## src/sampleTypesPkg.sv

```systemverilog
package sampleTypesPkg;

	localparam int bitDepth = 8;

	typedef logic [bitDepth-1:0] sample_t;

	// one 4x4 block of reconstructed samples; row 0 and sample 0 sit in the top bits
	typedef union packed {
		sample_t [0:3][0:3] rows; // rows[r][c]
		sample_t [0:15] flat; // raster order, flat[4*r+c]
	} blockWord_t;

	// k runs along the edge, left to right or top to bottom
	typedef sample_t [0:3] edgeWord_t;

endpackage

```

## src/intraGeomPkg.sv

```systemverilog
package intraGeomPkg;

	// CTU is fixed at 64x64
	localparam int ctuLog2 = 6;

	// log2 codes of the TU sizes that carry an edge
	localparam logic [2:0] tuSize4 = 3'd2;
	localparam logic [2:0] tuSize8 = 3'd3;

	localparam int posWidth = 5; // 4x4 index inside the CTU, plus the no-edge code
	localparam int coordWidth = 13; // picture coordinates
	localparam int tagWidth = posWidth + 1; // {column flag, pos}

	localparam logic [posWidth-1:0] noEdgePos = 5'd16; // tag pos with no edge behind it

	// edge selects from the controller to the sample mux
	localparam logic [1:0] selNone = 2'd0;
	localparam logic [1:0] selBottom = 2'd1;
	localparam logic [1:0] selRight = 2'd2;

endpackage
```

## src/intraBypass.sv

```systemverilog
`timescale 1ns/10ps
module intraBypass (
	input logic clk,
	input logic arst_n,
	input logic stall,
	input logic nStall,
	input sampleTypesPkg::blockWord_t recSamples,
	input logic [2:0] tuSize,
	input logic [1:0] partIdx,
	input logic [2:0] blkX,
	input logic [2:0] blkY,
	input logic [intraGeomPkg::coordWidth-1:0] xTb,
	input logic [intraGeomPkg::coordWidth-1:0] yTb,
	input logic [intraGeomPkg::coordWidth-1:0] nxtXTb,
	input logic [intraGeomPkg::coordWidth-1:0] nxtYTb,
	input logic [2:0] nxtTuSize,
	input logic isCalStage,
	input logic isLtBorder,
	output sampleTypesPkg::edgeWord_t bypass1,
	output logic [intraGeomPkg::tagWidth-1:0] tag1,
	output sampleTypesPkg::edgeWord_t bypass3,
	output logic [intraGeomPkg::tagWidth-1:0] tag3,
	output sampleTypesPkg::sample_t corner,
	output sampleTypesPkg::sample_t leftSample,
	output sampleTypesPkg::sample_t topSample
);
	import intraGeomPkg::*;
	import sampleTypesPkg::*;

	logic [1:0] sel1;
	logic [1:0] sel3;
	logic [tagWidth-1:0] tag1Next;
	logic [tagWidth-1:0] tag3Next;
	logic [tagWidth-1:0] tag3Cand;
	edgeWord_t edge3Cand; // bypass three before the delay line

	bypassControl ctrl (
		.clk(clk), .arst_n(arst_n), .stall(stall), .nStall(nStall),
		.tuSize(tuSize), .partIdx(partIdx), .blkX(blkX), .blkY(blkY),
		.xTb(xTb), .yTb(yTb), .nxtXTb(nxtXTb), .nxtYTb(nxtYTb), .nxtTuSize(nxtTuSize),
		.sel1(sel1), .sel3(sel3), .tag1Next(tag1Next), .tag3Next(tag3Next)
	);

	edgeSelect edgeSel (
		.clk(clk), .arst_n(arst_n), .stall(stall), .recSamples(recSamples),
		.sel1(sel1), .sel3(sel3), .tag1Next(tag1Next), .tag3Next(tag3Next),
		.bypass1(bypass1), .tag1(tag1), .edge3Next(edge3Cand), .tag3Out(tag3Cand)
	);

	edgeDelayLine delay3 (
		.clk(clk), .arst_n(arst_n), .stall(stall),
		.edge3In(edge3Cand), .tag3In(tag3Cand),
		.bypass3(bypass3), .tag3(tag3)
	);

	borderSampleRegs border (
		.clk(clk), .arst_n(arst_n), .stall(stall), .isCalStage(isCalStage),
		.recSamples(recSamples), .tuSize(tuSize), .blkX(blkX), .blkY(blkY),
		.yTb(yTb), .isLtBorder(isLtBorder),
		.corner(corner), .leftSample(leftSample), .topSample(topSample)
	);

endmodule

```

## src/borderSampleRegs.sv

```systemverilog
`timescale 1ns/10ps
module borderSampleRegs (
	input logic clk,
	input logic arst_n,
	input logic stall,
	input logic isCalStage,
	input sampleTypesPkg::blockWord_t recSamples,
	input logic [2:0] tuSize,
	input logic [2:0] blkX,
	input logic [2:0] blkY,
	input logic [intraGeomPkg::coordWidth-1:0] yTb,
	input logic isLtBorder,
	output sampleTypesPkg::sample_t corner,
	output sampleTypesPkg::sample_t leftSample,
	output sampleTypesPkg::sample_t topSample
);
	import intraGeomPkg::*;

	logic [6:0] tuDim; // TU size in samples
	logic [6:0] xSpan;
	logic [6:0] ySpan;
	logic lastCol;
	logic lastRow;
	logic cornerHit;
	logic leftHit;
	logic topHit;
	logic capture;

	assign tuDim = 7'd1 << tuSize;
	assign xSpan = ({4'd0, blkX} + 7'd1) << 2;
	assign ySpan = ({4'd0, blkY} + 7'd1) << 2;
	assign lastCol = (xSpan == tuDim);
	assign lastRow = (ySpan == tuDim);

	assign cornerHit = lastCol && (blkX == blkY); // last 4x4 of the TU
	assign leftHit = isLtBorder && (blkX == 3'd0) && lastRow;
	assign topHit = (yTb[ctuLog2-1:0] == '0) && (blkY == 3'd0) && lastCol; // CTU top row

	assign capture = !stall && isCalStage;

	always_ff @(posedge clk or negedge arst_n) begin
		if (!arst_n) begin
			corner <= '0;
			leftSample <= '0;
			topSample <= '0;
		end else if (capture) begin
			if (cornerHit)
				corner <= recSamples.rows[3][3];
			if (leftHit)
				leftSample <= recSamples.rows[3][0];
			if (topHit)
				topSample <= recSamples.rows[0][3];
		end
	end

endmodule

```

## src/edgeDelayLine.sv

```systemverilog
`timescale 1ns/10ps
module edgeDelayLine (
	input logic clk,
	input logic arst_n,
	input logic stall,
	input sampleTypesPkg::edgeWord_t edge3In,
	input logic [intraGeomPkg::tagWidth-1:0] tag3In,
	output sampleTypesPkg::edgeWord_t bypass3,
	output logic [intraGeomPkg::tagWidth-1:0] tag3
);
	import intraGeomPkg::*;
	import sampleTypesPkg::*;

	edgeWord_t midEdge; // first stage, block just accepted
	logic [tagWidth-1:0] midTag;

	always_ff @(posedge clk or negedge arst_n) begin
		if (!arst_n) begin
			midEdge <= '0;
			midTag <= '0;
			bypass3 <= '0;
			tag3 <= '0;
		end else if (!stall) begin
			midEdge <= edge3In;
			midTag <= tag3In;
			bypass3 <= midEdge; // previous block moves out
			tag3 <= midTag;
		end
	end

	assert property (@(posedge clk) disable iff (!arst_n)
		stall |=> ($stable(bypass3) && $stable(tag3)));

endmodule

```

## src/edgeSelect.sv

```systemverilog
`timescale 1ns/10ps
module edgeSelect (
	input logic clk,
	input logic arst_n,
	input logic stall,
	input sampleTypesPkg::blockWord_t recSamples,
	input logic [1:0] sel1,
	input logic [1:0] sel3,
	input logic [intraGeomPkg::tagWidth-1:0] tag1Next,
	input logic [intraGeomPkg::tagWidth-1:0] tag3Next,
	output sampleTypesPkg::edgeWord_t bypass1,
	output logic [intraGeomPkg::tagWidth-1:0] tag1,
	output sampleTypesPkg::edgeWord_t edge3Next,
	output logic [intraGeomPkg::tagWidth-1:0] tag3Out
);
	import intraGeomPkg::*;
	import sampleTypesPkg::*;

	function automatic edgeWord_t pickEdge(
		input blockWord_t blk,
		input logic [1:0] sel
	);
		edgeWord_t e;
		for (int k = 0; k < 4; k++) begin
			case (sel)
				selBottom: e[k] = blk.rows[3][k]; // bottom row
				selRight: e[k] = blk.rows[k][3]; // right column
				default: e[k] = '0;
			endcase
		end
		return e;
	endfunction

	always_ff @(posedge clk or negedge arst_n) begin
		if (!arst_n) begin
			bypass1 <= '0;
			tag1 <= '0;
		end else if (!stall) begin
			bypass1 <= pickEdge(recSamples, sel1);
			tag1 <= tag1Next;
		end
	end

	// bypass three candidate goes straight into the delay line
	assign edge3Next = pickEdge(recSamples, sel3);
	assign tag3Out = tag3Next;

	assert property (@(posedge clk) disable iff (!arst_n)
		stall |=> ($stable(bypass1) && $stable(tag1)));

endmodule

```

## src/bypassControl.sv

```systemverilog
`timescale 1ns/10ps
module bypassControl (
	input logic clk,
	input logic arst_n,
	input logic stall,
	input logic nStall,
	input logic [2:0] tuSize,
	input logic [1:0] partIdx,
	input logic [2:0] blkX,
	input logic [2:0] blkY,
	input logic [intraGeomPkg::coordWidth-1:0] xTb,
	input logic [intraGeomPkg::coordWidth-1:0] yTb,
	input logic [intraGeomPkg::coordWidth-1:0] nxtXTb,
	input logic [intraGeomPkg::coordWidth-1:0] nxtYTb,
	input logic [2:0] nxtTuSize,
	output logic [1:0] sel1,
	output logic [1:0] sel3,
	output logic [intraGeomPkg::tagWidth-1:0] tag1Next,
	output logic [intraGeomPkg::tagWidth-1:0] tag3Next
);
	import intraGeomPkg::*;

	logic nxtRightComb;
	logic nxtFound;
	logic nextIsRight; // registered decision for the current TU
	logic [1:0] lastSel; // edge of a last-quadrant block
	logic [posWidth-1:0] xIdx;
	logic [posWidth-1:0] yIdx;

	function automatic logic [tagWidth-1:0] makeTag(
		input logic [1:0] sel,
		input logic [posWidth-1:0] xPos,
		input logic [posWidth-1:0] yPos
	);
		case (sel)
			selBottom: makeTag = {1'b0, xPos};
			selRight: makeTag = {1'b1, yPos};
			default: makeTag = {1'b0, noEdgePos};
		endcase
	endfunction

	// walk the z-order levels up from the next TU size, first index other than 3 decides
	always_comb begin
		nxtRightComb = 1'b0;
		nxtFound = 1'b0;
		if (nxtTuSize == tuSize4 || nxtTuSize == tuSize8) begin
			for (int lvl = 2; lvl < ctuLog2; lvl++) begin
				if (!nxtFound && lvl >= int'(nxtTuSize) &&
						{nxtYTb[lvl], nxtXTb[lvl]} != 2'b11) begin
					nxtFound = 1'b1;
					nxtRightComb = ({nxtYTb[lvl], nxtXTb[lvl]} == 2'b01);
				end
			end
		end
	end

	always_ff @(posedge clk or negedge arst_n) begin
		if (!arst_n)
			nextIsRight <= 1'b0;
		else if (!nStall)
			nextIsRight <= nxtRightComb;
	end

	assign lastSel = nextIsRight ? selBottom : selRight;
	assign xIdx = posWidth'(xTb[ctuLog2-1:2]); // 4x4 column inside the CTU
	assign yIdx = posWidth'(yTb[ctuLog2-1:2]);

	always_comb begin
		sel1 = selNone;
		sel3 = selNone;
		if (tuSize == tuSize4) begin
			case (partIdx)
				2'd1: begin
					sel1 = selBottom;
					sel3 = selBottom;
				end
				2'd3: begin
					sel1 = lastSel;
					sel3 = lastSel;
				end
				default: begin // partitions 0 and 2
					sel1 = selRight;
					sel3 = selBottom;
				end
			endcase
		end else if (tuSize == tuSize8) begin
			case ({blkX[0], blkY[0]})
				2'b10: begin
					sel1 = selRight;
					sel3 = selRight;
				end
				2'b01: begin
					sel1 = selBottom;
					sel3 = selBottom;
				end
				2'b11: sel3 = lastSel;
				default: ;
			endcase
		end
	end

	assign tag1Next = makeTag(sel1, xIdx, yIdx);
	assign tag3Next = makeTag(sel3, xIdx, yIdx);

	// the prediction stage treats pos 16 as the only no-edge marker
	assert property (@(posedge clk) disable iff (!arst_n)
		(!stall && sel1 == selNone) |-> tag1Next == {1'b0, noEdgePos});
	assert property (@(posedge clk) disable iff (!arst_n)
		(!stall && sel3 == selNone) |-> tag3Next == {1'b0, noEdgePos});

endmodule

```

## config.mk

```make
export PLATFORM = sky130hd
export DESIGN_NAME = intraBypass
export DESIGN_NICKNAME = d
export VERILOG_FILES = /design/src/sampleTypesPkg.sv /design/src/intraGeomPkg.sv /design/src/intraBypass.sv /design/src/borderSampleRegs.sv /design/src/edgeDelayLine.sv /design/src/edgeSelect.sv /design/src/bypassControl.sv
export SDC_FILE = /design/constraint.sdc
export NUM_CORES = 1
export LEC_CHECK = 0
export BUFFER_PORTS_ARGS = -buffer_cell sky130_fd_sc_hd__buf_2
export CORE_MARGIN = 2
export CORE_UTILIZATION = 38
export CTS_BUF_LIST = sky130_fd_sc_hd__clkbuf_2 sky130_fd_sc_hd__clkbuf_4 sky130_fd_sc_hd__clkbuf_8
export DETAILED_ROUTE_END_ITERATION = 6
export PLACE_DENSITY = 0.68
export RECOVER_POWER = 50
export SLEW_MARGIN = 20
export SYNTH_ARGS = -nofsm -noshare
export SYNTH_HDL_FRONTEND = slang
export SYNTH_SLANG_ARGS = --single-unit
```

## constraint.sdc

```tcl
create_clock -name clk -period 3.4 [get_ports clk]
set_clock_uncertainty 0.15 [all_clocks]
set_input_delay 0.17 -clock clk [delete_from_list [all_inputs] [get_ports clk]]
set_output_delay 0.17 -clock clk [all_outputs]
set_load 0.1 [all_outputs]
```

==> results.json <==
{
  "syn2layout_area_growth_pct": 38.1,
  "p_sw_mw": 1.25,
  "drive_above_1_share": 0.325,
  "p_comb_frac": 0.210,
  "die_h_um": 132,
  "core-area_um2": 15900,
  "nFillCells": 1423,
  "vias": 5258,
  "synth_top_cell_area_share": 0.562,
  "violations": "max-capacitance violations, max-slew violations",
  "ys_seq_elements": 139,
  "cts_resized": 0,
  "die_area_um2": 17300,
  "synth-edff-count": 0,
  "worst_slew_pin_slew_ns": 2.16,
  "synth_cells": 545,
  "rows": 46,
  "yosysTopAreaCell": "dfrtp_1",
  "ff_latch_area_um2": 3480,
  "cp-start-kind": "flip-flop",
  "grt_pass1_vias": 5461,
  "hold_path.class": "in -> reg",
  "setup_viol_count_final": 0,
  "cp_data_required_time_ns": 3.54,
  "final_nets": 1032,
  "initial_utilization": 0.390,
  "ctsLongestPathBuffers": 2,
  "status": "complete, but fails checks",
  "period_share": 0.803,
  "p_int_mw": 2.64,
  "syn-cell-area_um2": 6190,
  "wirelength_mm": 17.4,
  "clock-sinks": 139,
  "final.setup.tns_ns": 0,
  "synthesis.nets": 758,
  "hold_violations": 0,
  "rsz0062_at_grt": "no",
  "drt_iter0_drc": 277,
  "crit_fanout": 28,
  "htree_num_levels": 4,
  "postPlaceCellArea_um2": 7350,
  "p_leak_nw": 4.06,
  "final_common_cell": "buf_2",
  "synth_ff_type": "dfrtp_1",
  "synth_cell_types": 42,
  "io_buffers": 193,
  "vias_per_cell": 5.02,
  "grt_usage": 0.208,
  "root_buffer": "clkbuf_8",
  "layout_setup_ws_ns": 0.669,
  "crit_arrival_ns": 2.87,
  "clk_latency_ns": 0.43,
  "wire_per_inst_um": 16.7,
  "fin_area_um2": 8550,
  "slew_headroom": -0.441,
  "maxCapViolations": 1,
  "power_frac_seq": 0.450,
  "fin_crit_ns": 2.73,
  "powerDensity_nw_per_um2": 454,
  "ys_seq_area_frac": 0.562,
  "swShare": 0.321,
  "pwr-share-clk": 0.340,
  "ios": 300,
  "route.detailed.drc": 0,
  "drt-pass1-iter-count": 5,
  "dpl.hpwl_mm": 10.7,
  "tritoncts": "done",
  "cts.clk_slew.worst_paths_ns": 0.08,
  "async_flop_share": 1.00,
  "synth_warnings": 0,
  "grt_pass1_wl_mm": 28.8,
  "antenna_found_initial": 0,
  "synth_area_per_cell_um2": 11.4,
  "vdd_drop_max_mv": 0.242,
  "max_freq_mhz": 366,
  "place_congestion": 0.834,
  "overflow": 0,
  "postLayoutCoreUtil": 0.538,
  "final_antenna_net_count": 0,
  "grt_max_degree": 87,
  "diodes": 0,
  "post-place-ws_ns": 0.748,
  "multi_input_area_um2": 2510,
  "final_cell_mix": "150 x buf_2, 139 x dfrtp_1, 87 x dlygate4sd3_1",
  "path_class": "reg -> reg",
  "drv_slew": 86,
  "numCtsBuffers": 17,
  "worstSetupEndpointType": "flip-flop",
  "yosys-top-cells-area": "dfrtp_1 56%, mux2_2 12%, a22oi_1 6.8%",
  "die_w_um": 132
}
-- Yosys cell counts (5+ instances only) --
cell type and number:
buf_1 5, mux2_2 66, nand2_1 79, o21ai_0 78, ha_1 13, dfrtp_1 139, inv_1 12, nor2_1 6
xnor2_1 6, nand2b_1 16, clkbuf_1 28, a22oi_1 56
-- worst paths after layout --
| check | startpoint | cells after the start | end | slack (ns) |
|---|---|---|---|---|
| setup reg to reg | ctrl.nextIsRight | 9 | delay3.midTag[0] | 0.67 |
| max in group asynchronous | arst_n | 3 | delay3.midEdge[2] | 0.85 |
| hold reg to reg | delay3.midEdge[2] | 2 | delay3.midEdge[2] | 0.33 |
| hold / removal | stall | 3 | edgeSel.bypass1[1] | 0.06 |
| min in group asynchronous | arst_n | 2 | border.corner[1] | 0.77 |
| setup / recovery | ctrl.nextIsRight | 9 | delay3.midTag[0] | 0.67 |
-- kinds of logic (layout without fill, tap and decap cells) --
logic type | Yosys count | after routing | share of synthesized area
muxes | 67 | 67 | 0.122
xor gates and xnor gates | 6 | 6 | 0.00849
buffers and inverters | 47 | 333 | 0.0323
AOI/OAI and AO/OA | 148 | 148 | 0.153
DFF | 139 | 139 | 0.562
adders and majority gates | 13 | 13 | 0.0263
and+or+nand+nor | 125 | 125 | 0.0960
-- stage by stage --
| step | hold WS (ns) | power [mW] | cells |
|---|---|---|---|
| finish | 0.0571 | 3.88 | 1047 |
| global route | 0.0544 | 4.07 | 1047 |
| detailed placement | 0.152 | 2.53 | 929 |
| global placement | 0.143 | 2.52 | 929 |
| CTS | 0.0160 | 3.94 | 1047 |
| floorplan | -0.276 | 2.30 | 545 |
-- timing repair --
item / CTS / global route
hold buffers: 87 / 0
endpoints found under the hold margin: 179 / 0
buffers inserted: 0 / 0
setup endpoints to repair: 0 / 0
-- power by group through the flow --
stage / Clock (mW) / Combinational (mW) / Sequential [mW]
floorplan: 0 / 0.184 / 2.12
global placement: 0 / 0.741 / 1.78
detailed placement: 0 / 0.746 / 1.78
CTS: 1.37 / 0.822 / 1.75
global route: 1.45 / 0.865 / 1.76
finish: 1.32 / 0.815 / 1.75
-- registers in the layout (all words and copies together), names as in the netlist --
name,flops
delay3.bypass3,32
delay3.midEdge,32
edgeSel.bypass1,32
border.corner,8
border.leftSample,8
border.topSample,8
delay3.midTag,6
delay3.tag3,6
edgeSel.tag1,6
ctrl.nextIsRight,1
-- area by class of cell --
cell class	instances	share of cell area
multi-input cells	359	0.294
repair buffers	290	0.217
clock buffers	20	0.0315
clock inverters	11	0.0141
well taps	216	0.0316
inverters	12	0.00527
flip-flops and latches	139	0.407
-- metal layers --
layer  up-vias  global-route usage  part of all wire  wire, µm
met3        26              0.0432             0.050       872
li1       2475                   -                 -         -
met5         -                   0                 0         0
met1      2542               0.267              0.44      7600
met2       215               0.350              0.49      8610
met4         0              0.0713             0.021       360
-- critical path, cell delays in order (launching register included) --
cell	delay, ns
dfrtp_1	0.41
nor2b_1	0.08
and2_1	0.17
o32ai_1	0.35
inv_1	0.12
ha_1	0.21
buf_4	0.25
a22oi_1	0.20
dlygate4sd3_1	0.57
o21ai_0	0.07
(Power assumes the default switching activity.)
